--- config.mk ---
export PLATFORM = sky130hd
export DESIGN_NAME = pacman_core
export DESIGN_NICKNAME = d
export VERILOG_FILES = /design/src/source/pacman_pkg.sv /design/src/source/game_step_ctrl.sv /design/src/source/ghost_collision.sv /design/src/source/ghost_walker.sv /design/src/source/pacman_core.sv /design/src/source/player_mover.sv
export SDC_FILE = /design/constraint.sdc
export NUM_CORES = 1
export LEC_CHECK = 0
export BUFFER_PORTS_ARGS = -buffer_cell sky130_fd_sc_hd__buf_2
export CORE_ASPECT_RATIO = 1.2
export CORE_MARGIN = 2
export CORE_UTILIZATION = 36
export DETAILED_ROUTE_END_ITERATION = 10
export SYNTH_ARGS = -nofsm -noshare
export SYNTH_HDL_FRONTEND = slang
export SYNTH_SLANG_ARGS = --single-unit
--- constraint.sdc ---
create_clock -name clock -period 2.47 [get_ports clock]
set_clock_uncertainty 0.1 [all_clocks]
set_input_delay 0.3705 -clock clock [delete_from_list [all_inputs] [get_ports clock]]
set_output_delay 0.3705 -clock clock [all_outputs]
set_load 0.005 [all_outputs]
--- src/source/ghost_paths.mem ---
// One path word per line, hex: x in bits 10:6, y in bits 5:2, bits 1:0 spare
// Ghost 0 at 0, ghost 1 at 24, ghost 2 at 56, each a closed loop of tiles
// Ghost 0, 24 entries, loop over x 5..13, y 3..7
14C
18C
1CC
20C
24C
28C
2CC
30C
34C
350
354
358
35C
31C
2DC
29C
25C
21C
1DC
19C
15C
158
154
150
// Ghost 1, 32 entries, loop over x 15..27, y 7..11
3DC
41C
45C
49C
4DC
51C
55C
59C
5DC
61C
65C
69C
6DC
6E0
6E4
6E8
6EC
6AC
66C
62C
5EC
5AC
56C
52C
4EC
4AC
46C
42C
3EC
3E8
3E4
3E0
// Ghost 2, 20 entries, loop over x 1..7, y 6..10
058
098
0D8
118
158
198
1D8
1DC
1E0
1E4
1E8
1A8
168
128
0E8
0A8
068
064
060
05C

--- src/source/pacman_pkg.sv ---
package pacman_pkg;

    // Grid size in tiles
    localparam int MAZE_W = 29;
    localparam int MAZE_H = 13;

    localparam int X_W = 5;   // Column 0..28
    localparam int Y_W = 4;   // Row 0..12

    // Direction codes, same as the keyboard decoder
    localparam int DIR_W = 3;
    localparam logic [DIR_W-1:0] DIR_UP    = 3'd1;
    localparam logic [DIR_W-1:0] DIR_LEFT  = 3'd2;
    localparam logic [DIR_W-1:0] DIR_DOWN  = 3'd3;
    localparam logic [DIR_W-1:0] DIR_RIGHT = 3'd4;

    // Player spawn tile
    localparam logic [X_W-1:0] PLAYER_START_X = 5'd1;
    localparam logic [Y_W-1:0] PLAYER_START_Y = 4'd1;

    // Ghost path tables, all packed into one file
    localparam int NUM_GHOSTS = 3;
    localparam int PATH_LEN [NUM_GHOSTS]  = '{24, 32, 20};
    localparam int PATH_BASE [NUM_GHOSTS] = '{0, 24, 56};   // Running sum of lengths
    localparam int PATH_DEPTH  = 76;
    localparam int PATH_ADDR_W = 7;   // Covers PATH_DEPTH
    localparam int IDX_W       = 5;   // Longest path is 32
    localparam string PATH_FILE = "/design/src/source/ghost_paths.mem";

    // Step sequencer phases
    localparam int ST_W = 2;
    localparam logic [ST_W-1:0] ST_IDLE   = 2'd0;
    localparam logic [ST_W-1:0] ST_STEP   = 2'd1;   // Player and indices move
    localparam logic [ST_W-1:0] ST_SETTLE = 2'd2;   // Path words reload
    localparam logic [ST_W-1:0] ST_CHECK  = 2'd3;   // Collision compare

    // One path word, raw for loading, fields for decoding
    typedef union packed {
        logic [X_W+Y_W+1:0] raw;
        struct packed {
            logic [X_W-1:0] x;   // Top 5 bits
            logic [Y_W-1:0] y;
            logic [1:0]     spare;   // Ignored
        } f;
    } path_word_t;

endpackage

--- src/source/game_step_ctrl.sv ---
`timescale 1ns/100ps

module game_step_ctrl (
    input  logic clock,
    input  logic resetn,
    input  logic tick,
    output logic move,
    output logic ghost_step,
    output logic check,
    output logic step_done
);

    import pacman_pkg::*;

    logic [ST_W-1:0] state;

    // Fixed phase chain: idle -> step -> settle -> check -> idle
    // Every output is a registered single-cycle pulse
    always_ff @(posedge clock) begin
        if (!resetn) begin
            state      <= ST_IDLE;
            move       <= 1'b0;
            ghost_step <= 1'b0;
            check      <= 1'b0;
            step_done  <= 1'b0;
        end else begin
            // Default low, pulses last one cycle
            move       <= 1'b0;
            ghost_step <= 1'b0;
            check      <= 1'b0;
            step_done  <= 1'b0;
            case (state)
                ST_IDLE: begin
                    if (tick) begin   // Only accepted here
                        state      <= ST_STEP;
                        move       <= 1'b1;
                        ghost_step <= 1'b1;
                    end
                end
                ST_STEP: begin
                    state <= ST_SETTLE;   // Player and indices update now
                end
                ST_SETTLE: begin
                    // Walker words are valid after this edge
                    state <= ST_CHECK;
                    check <= 1'b1;
                end
                ST_CHECK: begin
                    state     <= ST_IDLE;   // Collided registers now
                    step_done <= 1'b1;
                end
                default: state <= ST_IDLE;
            endcase
        end
    end

endmodule

--- src/source/ghost_collision.sv ---
`timescale 1ns/100ps

module ghost_collision (
    input  logic                                              clock,
    input  logic                                              resetn,
    input  logic                                              check,
    input  logic [pacman_pkg::X_W-1:0]                        player_x,
    input  logic [pacman_pkg::Y_W-1:0]                        player_y,
    input  logic [pacman_pkg::NUM_GHOSTS*pacman_pkg::X_W-1:0] ghost_x,
    input  logic [pacman_pkg::NUM_GHOSTS*pacman_pkg::Y_W-1:0] ghost_y,
    output logic                                              collided
);

    import pacman_pkg::*;

    logic hit;   // Any ghost on the player tile

    // Both coordinates must match for one ghost
    always_comb begin
        hit = 1'b0;
        for (int g = 0; g < NUM_GHOSTS; g++) begin
            if (ghost_x[g*X_W +: X_W] == player_x &&
                ghost_y[g*Y_W +: Y_W] == player_y)
                hit = 1'b1;
        end
    end

    // Sampled once per step, held until the next check
    always_ff @(posedge clock) begin
        if (!resetn)
            collided <= 1'b0;
        else if (check)
            collided <= hit;
    end

endmodule

--- src/source/ghost_walker.sv ---
`timescale 1ns/100ps

module ghost_walker #(
    parameter int ghost_id = 0   // Selects length and base in the path file
) (
    input  logic                       clock,
    input  logic                       resetn,
    input  logic                       ghost_step,
    output logic [pacman_pkg::X_W-1:0] ghost_x,
    output logic [pacman_pkg::Y_W-1:0] ghost_y
);

    import pacman_pkg::*;

    path_word_t path_table [PATH_DEPTH];   // All ghosts, back to back
    path_word_t path_word;                 // Registered read
    logic [IDX_W-1:0]       path_idx;
    logic [PATH_ADDR_W-1:0] path_addr;

    initial begin
        $readmemh(PATH_FILE, path_table);
    end

    // Step along this ghost's loop, wrap at its own length
    always_ff @(posedge clock) begin
        if (!resetn) begin
            path_idx <= '0;
        end else if (ghost_step) begin
            if (path_idx == IDX_W'(PATH_LEN[ghost_id] - 1))
                path_idx <= '0;
            else
                path_idx <= path_idx + 1'b1;
        end
    end

    // Offset into the shared table
    assign path_addr = PATH_ADDR_W'(PATH_BASE[ghost_id]) + PATH_ADDR_W'(path_idx);

    // Read every cycle, so the tile trails the index by one edge
    always_ff @(posedge clock) begin
        path_word.raw <= path_table[path_addr].raw;
    end

    // Field view of the word
    assign ghost_x = path_word.f.x;
    assign ghost_y = path_word.f.y;

endmodule

--- src/source/pacman_core.sv ---
`timescale 1ns/100ps

module pacman_core (
    input  logic                                              clock,
    input  logic                                              resetn,
    input  logic                                              tick,        // One game step
    input  logic [pacman_pkg::DIR_W-1:0]                      direction,
    output logic [pacman_pkg::X_W-1:0]                        player_x,
    output logic [pacman_pkg::Y_W-1:0]                        player_y,
    output logic [pacman_pkg::NUM_GHOSTS*pacman_pkg::X_W-1:0] ghost_x,     // Ghost 0 low
    output logic [pacman_pkg::NUM_GHOSTS*pacman_pkg::Y_W-1:0] ghost_y,
    output logic                                              collided,
    output logic                                              step_done    // Step finished
);

    import pacman_pkg::*;

    // Phase pulses from the sequencer
    logic move;
    logic ghost_step;
    logic check;

    game_step_ctrl game_step_ctrl_inst (
        .clock      (clock),
        .resetn     (resetn),
        .tick       (tick),
        .move       (move),
        .ghost_step (ghost_step),
        .check      (check),
        .step_done  (step_done)
    );

    player_mover player_mover_inst (
        .clock     (clock),
        .resetn    (resetn),
        .move      (move),
        .direction (direction),
        .player_x  (player_x),
        .player_y  (player_y)
    );

    // One walker per ghost, each on its own slice
    genvar g;
    generate
        for (g = 0; g < NUM_GHOSTS; g++) begin : gen_ghost
            ghost_walker #(
                .ghost_id (g)
            ) ghost_walker_inst (
                .clock      (clock),
                .resetn     (resetn),
                .ghost_step (ghost_step),
                .ghost_x    (ghost_x[g*X_W +: X_W]),
                .ghost_y    (ghost_y[g*Y_W +: Y_W])
            );
        end
    endgenerate

    // Compares against the walker outputs
    ghost_collision ghost_collision_inst (
        .clock    (clock),
        .resetn   (resetn),
        .check    (check),
        .player_x (player_x),
        .player_y (player_y),
        .ghost_x  (ghost_x),
        .ghost_y  (ghost_y),
        .collided (collided)
    );

endmodule

--- src/source/player_mover.sv ---
`timescale 1ns/100ps

module player_mover (
    input  logic                         clock,
    input  logic                         resetn,
    input  logic                         move,
    input  logic [pacman_pkg::DIR_W-1:0] direction,
    output logic [pacman_pkg::X_W-1:0]   player_x,
    output logic [pacman_pkg::Y_W-1:0]   player_y
);

    import pacman_pkg::*;

    // Border flags, player never leaves the grid
    logic at_top;
    logic at_bottom;
    logic at_left;
    logic at_right;

    assign at_top    = (player_y == '0);
    assign at_bottom = (player_y == Y_W'(MAZE_H - 1));
    assign at_left   = (player_x == '0);
    assign at_right  = (player_x == X_W'(MAZE_W - 1));

    always_ff @(posedge clock) begin
        if (!resetn) begin
            player_x <= PLAYER_START_X;
            player_y <= PLAYER_START_Y;
        end else if (move) begin
            case (direction)
                DIR_UP: begin
                    if (!at_top) player_y <= player_y - 1'b1;
                end
                DIR_DOWN: begin
                    if (!at_bottom) player_y <= player_y + 1'b1;
                end
                DIR_LEFT: begin
                    if (!at_left) player_x <= player_x - 1'b1;
                end
                DIR_RIGHT: begin
                    if (!at_right) player_x <= player_x + 1'b1;
                end
                default: begin
                    // Codes 0, 5..7 keep the tile
                    player_x <= player_x;
                    player_y <= player_y;
                end
            endcase
        end
    end

endmodule

==> reports/metrics.cfg, run 1 <==
[outcome]
status = completed

[finish]
drive_above_1_share_pct = 17.6
area_delta_synth_final_pct = 1.93
final_common_cell = conb_1
antenna_cells = 0
nets = 157
fill_cells = 330
mostFrequentLayoutCells = 27 x conb_1, 16 x buf_2, 15 x dfxtp_1, 10 x nor2_1, 8 x ha_1

[pwr]
cellLeakagePower_uw = 0.000521
netSwitchingFraction_pct = 32.4
p_int_uw = 410
power_frac_clock_pct = 22.4
seqPwrFrac_pct = 48.9
p_comb_share_pct = 28.7
power.switching_uw = 197
p_per_area_nw_per_um2 = 539
vdd_drop_max_v = 0.000295

[sta]
timing.final.crit_share_pct = 82.0
rsz0062_at_grt = no
timing.fmax_ghz = 0.494
min_period_ns = 2.03
timing.hold.ws_ns = 0.210
drv_slew = 0
hold_viol = 0
fin_setup_tns_ns = 0
setup_viol = 0

[global_route]
grt_overflow = 0
grt_use_total_pct = 11.1
grt_pass1_vias = 730
grt_max_degree = 11
antenna_found_initial = 0
grt_pass1_wl_mm = 2.91

[worst_setup_path]
crit_slowest_cell = o31ai_1
cpLargestDelayFamily = simple AND/OR/NAND/NOR gates
crit_arrival_ns = 2.14
regToRegSetupSlack_ns = 0.51
end_kind = flip-flop
ff2ff_path_depth = 6
cp-startpoint = direction[1]
worstSetupPathType = in -> reg
path_max_fanout = 7
cp_cell_sequence = buf_2 > nor3b_4 > xnor2_1 > ha_1 > o31ai_1 > a2bb2oi_4 > or3_1 > a21oi_1
r2r_end = player_mover_inst.player_x[4]
path_buf_inv = 1
critPathRequiredTime_ns = 2.58
cpPeakStageDelay_ns = 0.38
worstSetupStartpointType = input port
rr_startpoint = player_mover_inst.player_x[1]
critical_path_depth = 8
cp-endpoint = player_mover_inst.player_x[4]

[placement]
port_buffers = 16
place.gp.congestion = 0.708
post-dp-hpwl_mm = 1.47

[detailed_routing]
drt_wl_total_mm = 1.83
wl_per_cell_um = 10.3
drt_iter0_drc = 10
drc = 0
ant_nets = 0
via_count = 827
dr.pass1.iters = 4
viasPerCell = 4.65

[cts]
clock_sinks = 15
clockBufferDepth = 2
holdBufCountCts = 0
cts_setup_buffers = 0
cts.repair.resized = 0
clkTransAtPathRegs_ns = 0.09
cts_tree = yes
clock-root-buffer = clkbuf_4
numCtsBuffers = 3
cts.htree.levels = 1
clk_latency_ns = 0.28

[logic_synthesis]
ys_warn_count = 0
async_flop_share_pct = 0
synth_edf_count = 0
synthCells = 126
synth-seq-area-share_pct = 27.2
syn_area_um2 = 1100
ys_seq_elements = 15
yosys.cell_types.count = 35
synthFlopType = dfxtp_1
syn_area_per_cell_um2 = 8.77

[job]
maxCapViolCount = 0

[floorplan]
start_util_pct = 36.8
rows = 22
die_h_um = 64.7
die_w_um = 54.6
core_area_um2 = 3000
io_pins = 44
dieArea_um2 = 3530

[hold_path]
hp-class = in -> reg
hold_depth = 2

==> how the worst min path moves through the flow <==
stage / startpoint / to / slack [ns]
6_report: resetn / player_mover_inst.player_x[0] / 0.21
2_1_floorplan: game_step_ctrl_inst.check / ghost_collision_inst.collided / 0.31
3_3_place_gp: game_step_ctrl_inst.check / ghost_collision_inst.collided / 0.32
3_5_place_dp: game_step_ctrl_inst.check / ghost_collision_inst.collided / 0.33
4_1_cts: resetn / player_mover_inst.player_x[0] / 0.20
5_1_grt: resetn / player_mover_inst.player_x[0] / 0.20
==> per-layer routing <==
metal	up-vias	global-route usage, %	share of wire, %
li1	410	-	-
met1	391	10.3	40
met2	24	21.7	53
met5	-	0	0
met4	0	3.75	1.1
met3	2	2.76	4.9
==> area by class of cell <==
cell class,count,area (um^2),share of cell area [%]
Clock inverter,1,5.00,0.444
Tap cell,36,45.0,4.00
Inverter,5,18.8,1.67
Clock buffer,3,22.5,2.00
Timing Repair Buffer,16,80.1,7.11
Multi-Input combinational cell,102,654,58.1
Sequential cell,15,300,26.7
==> cell families after synthesis <==
group	Yosys count	synth area share, %
compound gates	18	11.7
xor+xnor	6	4.76
fa+ha+maj	8	9.06
buf+inv	35	22.4
flops	15	27.2
mux	4	3.62
other cells	1	0.339
simple gates	39	21.0
==> synth_stat cells, types with 2 or more instances <==
library cell  instances  area, um^2
nand3b_1              2        15.0
ha_1                  8         100
dfxtp_1              15         300
xnor2_1               3        26.3
a21oi_1               6        30.0
nand3_1               2        10.0
o211ai_1              2        15.0
nor3_1                4        20.0
nor4b_1               2        17.5
mux2i_1               4        40.0
o21ai_0               3        15.0
nor2_1               10        37.5
buf_4                27         203
nand2_1               5        18.8
inv_1                 4        15.0
and2_1                2        12.5
xor2_1                3        26.3
a31oi_1               2        12.5
or3_1                 3        18.8
buf_6                 2        22.5
a211oi_1              3        22.5
==> metrics by stage <==
stage	cell area [um^2]	utilization, %	power, uW	worst slack, ns	cells
6_report	1130	37.5	607	0.444	178
5_1_grt	1130	37.5	660	0.334	178
4_1_cts	1130	37.5	617	0.440	178
3_5_place_dp	1100	36.6	479	0.148	174
3_3_place_gp	1100	36.6	471	0.235	174
2_1_floorplan	1200	-	470	0.345	152
==> power groups by stage <==
stage | Sequential, uW | Combinational (uW) | Clock (uW)
2_1_floorplan | 298 | 172 | 0
3_3_place_gp | 302 | 169 | 0
3_5_place_dp | 303 | 176 | 0
4_1_cts | 298 | 177 | 143
5_1_grt | 304 | 202 | 154
6_report | 297 | 174 | 136
==> registers in the layout, summed over array words and instances (netlist names) <==
signal                         cells
ghost_collision_inst.collided      1
player_mover_inst.player_y         4
game_step_ctrl_inst.state          2
game_step_ctrl_inst.check          1
player_mover_inst.player_x         5
game_step_ctrl_inst.move           1
game_step_ctrl_inst.step_done      1
==> worst reg2reg max path, cell delays in order, from the launching register on <==
cell       delay, ns
dfxtp_1         0.52
xnor2_1         0.12
ha_1            0.23
o31ai_1         0.38
a2bb2oi_4       0.10
or3_1           0.31
a21oi_1         0.14
(Power assumes the default switching activity.)
==> inputs of run 2 (changes only) <==
- clock period: 2.47 -> 2 ns (I/O delays scaled with it)
==> reports/metrics.cfg, run 2 (synthesized netlist as in run 1, its figures left out) <==
[finish]
antenna_cells = 0
top_regs = player_mover_inst.player_x x5, player_mover_inst.player_y x4, game_step_ctrl_inst.state x2
mostFrequentLayoutCells = 27 x conb_1, 16 x buf_2, 15 x dfxtp_1, 10 x nor2_1, 7 x ha_1
area_delta_synth_final_pct = 7.59
largest_register_ffs = 5
drive_above_1_share_pct = 22.3
nets = 163
fill_cells = 320
final_common_cell = conb_1
final_core_util_pct = 39.6
top_register = player_mover_inst.player_x

[floorplan]
die_w_um = 54.6
io_pins = 44
start_util_pct = 36.8
dieArea_um2 = 3530
rows = 22
die_h_um = 64.7
core_area_um2 = 3000

[hold_path]
min_from = resetn
hp-class = in -> reg

[cts]
clk_latency_ns = 0.28
cts_tree = yes
clock_sinks = 15
cts.repair.resized = 0
cts.htree.levels = 1
holdBufCountCts = 0
numCtsBuffers = 3
clockBufferDepth = 2
cts_setup_buffers = 0
clkTransAtPathRegs_ns = 0.10
clock-root-buffer = clkbuf_4

[worst_setup_path]
cpPeakStageDelay_ns = 0.30
cpLargestDelayFamily = simple AND/OR/NAND/NOR gates
cp-startpoint = direction[0]
end_kind = flip-flop
cp_cell_sequence = buf_2 > nor3b_4 > xnor2_1 > ha_1 > a31oi_1 > a2bb2oi_4 > or3_1 > a21oi_1
path_buf_inv = 1
path_max_fanout = 4
rr_startpoint = player_mover_inst.player_x[0]
critPathRequiredTime_ns = 2.12
crit_slowest_cell = or3_1
crit_arrival_ns = 1.82
worstSetupStartpointType = input port
worstSetupPathType = in -> reg

[detailed_routing]
dr.pass1.iters = 4
drc = 0
drt_iter0_drc = 23
via_count = 847
drt_wl_total_mm = 1.91
viasPerCell = 4.60
ant_nets = 0
wl_per_cell_um = 10.4

[sta]
min_period_ns = 1.70
timing.fmax_ghz = 0.589
timing.final.crit_share_pct = 84.9
drv_slew = 0
rsz0062_at_grt = no
setup_viol = 0
hold_viol = 0
worst_slack_ns = 0.301

[global_route]
grt_max_degree = 11
antenna_found_initial = 0
grt_use_total_pct = 12.4
grt_pass1_wl_mm = 3.26
grt_pass1_vias = 778
grt_overflow = 0

[placement]
port_buffers = 16
place.gp.congestion = 0.703
post-dp-hpwl_mm = 1.51
pre_cts_ws_ns = -0.00651

[pwr]
power_uw = 772
vdd_drop_max_v = 0.000471
p_per_area_nw_per_um2 = 650
cellLeakagePower_uw = 0.000554

[job]
maxCapViolCount = 0

[outcome]
status = completed

## run 2: worst register-to-register path, cell delays in order, from the launching register on
cell,delay (ns)
dfxtp_1,0.48
ha_1,0.28
a31oi_1,0.15
a2bb2oi_4,0.17
or3_1,0.30
a21oi_1,0.14
## run 2: final cells by class
| cell class | count | area, um^2 | area share (%) |
|---|---|---|---|
| Sequential cell | 15 | 300 | 25.3 |
| Tap cell | 36 | 45.0 | 3.79 |
| Clock buffer | 3 | 22.5 | 1.89 |
| Inverter | 5 | 18.8 | 1.58 |
| Timing Repair Buffer | 22 | 125 | 10.5 |
| Multi-Input combinational cell | 102 | 672 | 56.5 |
| Clock inverter | 1 | 5.00 | 0.421 |
## run 2: final timing paths
path / cells past startpoint / slack (ns) / end
worst min-delay path: 2 / 0.15 / player_mover_inst.player_x[0]
worst max register to register: 5 / 0.33 / player_mover_inst.player_x[4]
worst min register to register: 2 / 0.35 / ghost_collision_inst.collided
worst max-delay path: 8 / 0.30 / player_mover_inst.player_x[4]
## run 2: routing by layer
layer  vias up  part of all wire, %  track usage [%]
met5         -                    0                0
met4         0                 0.73             6.25
met3         2                  4.9             3.23
met2        21                   52             20.5
met1       401                   42             14.1
li1        423                    -                -
## run 2: power by group
group | internal [uW] | total [uW] | switching (uW)
sequential | 336 | 367 | 31.2
combinational | 107 | 231 | 123
clock | 74.2 | 175 | 101
total | 517 | 772 | 255
## run 2: through the flow
stage	setup TNS (ns)	instance area, um^2	std cells	hold WS [ns]
2_1_floorplan	0	1220	152	0.262
3_3_place_gp	0	1160	180	0.325
3_5_place_dp	-0.00651	1160	180	0.326
4_1_cts	0	1190	184	0.139
5_1_grt	0	1190	184	0.144
6_report	0	1190	184	0.149
==> inputs of run 3 (changes only) <==
- clock period: 2 -> 1.6 ns (I/O delays scaled with it)
==> reports/metrics.cfg, run 3 (synthesized netlist as in run 1, its figures left out) <==
[finish]
mostFrequentLayoutCells = 27 x conb_1, 23 x buf_4, 16 x buf_2, 10 x nor2_1, 10 x dfxtp_1
final_core_util_pct = 47.3
top_register = player_mover_inst.player_x
final_common_cell = conb_1
area_delta_synth_final_pct = 28.5
largest_register_ffs = 5
drive_above_1_share_pct = 41.8
top_regs = player_mover_inst.player_x x5, player_mover_inst.player_y x4, game_step_ctrl_inst.state x2
antenna_cells = 0
nets = 180
fill_cells = 294

[detailed_routing]
wl_per_cell_um = 11.0
drt_iter0_drc = 9
drt_wl_total_mm = 2.22
via_count = 918
viasPerCell = 4.57
dr.pass1.iters = 4
ant_nets = 0
drc = 0

[global_route]
use_met2_pct = 22.7
use_met3_pct = 2.76
top_usage_layer = met2
grt_pass1_vias = 803
grt_use_met1_pct = 16.6
grt_max_degree = 10
grt_overflow = 0
grt_pass1_wl_mm = 3.55
grt_use_total_pct = 13.8
antenna_found_initial = 0

[placement]
post-dp-hpwl_mm = 1.71
port_buffers = 16
place.gp.congestion = 0.764

[pwr]
p_per_area_nw_per_um2 = 733
vdd_drop_max_v = 0.000547
cellLeakagePower_uw = 0.000648
power_uw = 1040

[cts]
clockBufferDepth = 2
clk_latency_ns = 0.30
cts.htree.levels = 1
numCtsBuffers = 3
clkTransAtPathRegs_ns = 0.10
cts_tree = yes
clock_sinks = 15
clock-root-buffer = clkbuf_4
holdBufCountCts = 0

[worst_setup_path]
cpPeakStageDelay_ns = 0.36
critical_path_depth = 6
crit_arrival_ns = 1.73
cp_cell_sequence = xnor2_2 > ha_4 > o31ai_4 > a2bb2oi_4 > or3_4 > a21oi_2
ff2ff_path_depth = 6
critPathRequiredTime_ns = 1.74
path_buf_inv = 0
crit_slowest_cell = dfxtp_2
worstSetupStartpointType = flip-flop
cpLargestDelayFamily = compound AO/OA/AOI/OAI gates
path_max_fanout = 4
worstSetupPathType = reg -> reg
end_kind = flip-flop

[sta]
hold_viol = 0
drv_slew = 0
timing.hold.ws_ns = 0.0579
timing.fmax_ghz = 0.629
min_period_ns = 1.59
rsz0062_at_grt = yes
timing.final.crit_share_pct = 99.4
setup_viol = 0

[outcome]
status = completed

[hold_path]
hp-class = in -> reg
hold_depth = 2

[floorplan]
core_area_um2 = 3000
dieArea_um2 = 3530
start_util_pct = 36.8
rows = 22
die_w_um = 54.6
io_pins = 44
die_h_um = 64.7

[job]
maxCapViolCount = 0

[run 3: cell types whose count changed in the layout (fill, tap and decap cells not counted), sizes merged]
cell	previous run	this run
buf	22	39
[run 3: timing repair]
item                                    CTS  global route
buffers inserted                          0             1
gates resized for setup                   6            14
gates cloned                              0             0
pin swaps                                 2             8
endpoints found under the setup margin    3             9
[run 3: final cells by class]
| type | instances | area (um^2) | share of cell area, % |
|---|---|---|---|
| inverters | 5 | 18.8 | 1.32 |
| flip-flops and latches | 15 | 309 | 21.8 |
| multi-input cells | 102 | 767 | 54.0 |
| well taps | 36 | 45.0 | 3.17 |
| clock buffers | 3 | 22.5 | 1.59 |
| clock inverters | 1 | 5.00 | 0.352 |
| repair buffers | 39 | 253 | 17.8 |
[run 3: final timing paths]
kind	slack [ns]	end	startpoint
max reg2reg	0.009	player_mover_inst.player_x[4]	player_mover_inst.player_x[1]
max	0.009	player_mover_inst.player_x[4]	player_mover_inst.player_x[1]
min reg2reg	0.35	ghost_collision_inst.collided	game_step_ctrl_inst.check
min	0.06	player_mover_inst.player_x[0]	resetn
[run 3: per-stage QoR]
| step | instances | area, um^2 | TNS, ns | worst slack [ns] |
|---|---|---|---|---|
| 6_report | 201 | 1420 | 0 | 0.00913 |
| 4_1_cts | 200 | 1360 | -0.0469 | -0.0305 |
| 5_1_grt | 201 | 1420 | -0.0979 | -0.0471 |
| 2_1_floorplan | 152 | 1230 | -0.613 | -0.283 |
| 3_5_place_dp | 196 | 1290 | -1.23 | -0.292 |
| 3_3_place_gp | 196 | 1290 | -1.05 | -0.251 |
[run 3: metal layers]
layer / wire length (um) / part of all wire (%)
met1: 903 / 41
met2: 1180 / 53
met3: 92 / 4.1
met4: 44 / 2.0
met5: 0 / 0
[run 3: power by group]
group / switching [uW] / internal (uW)
Combinational: 175 / 175
Clock: 139 / 93.2
Sequential: 38.6 / 419
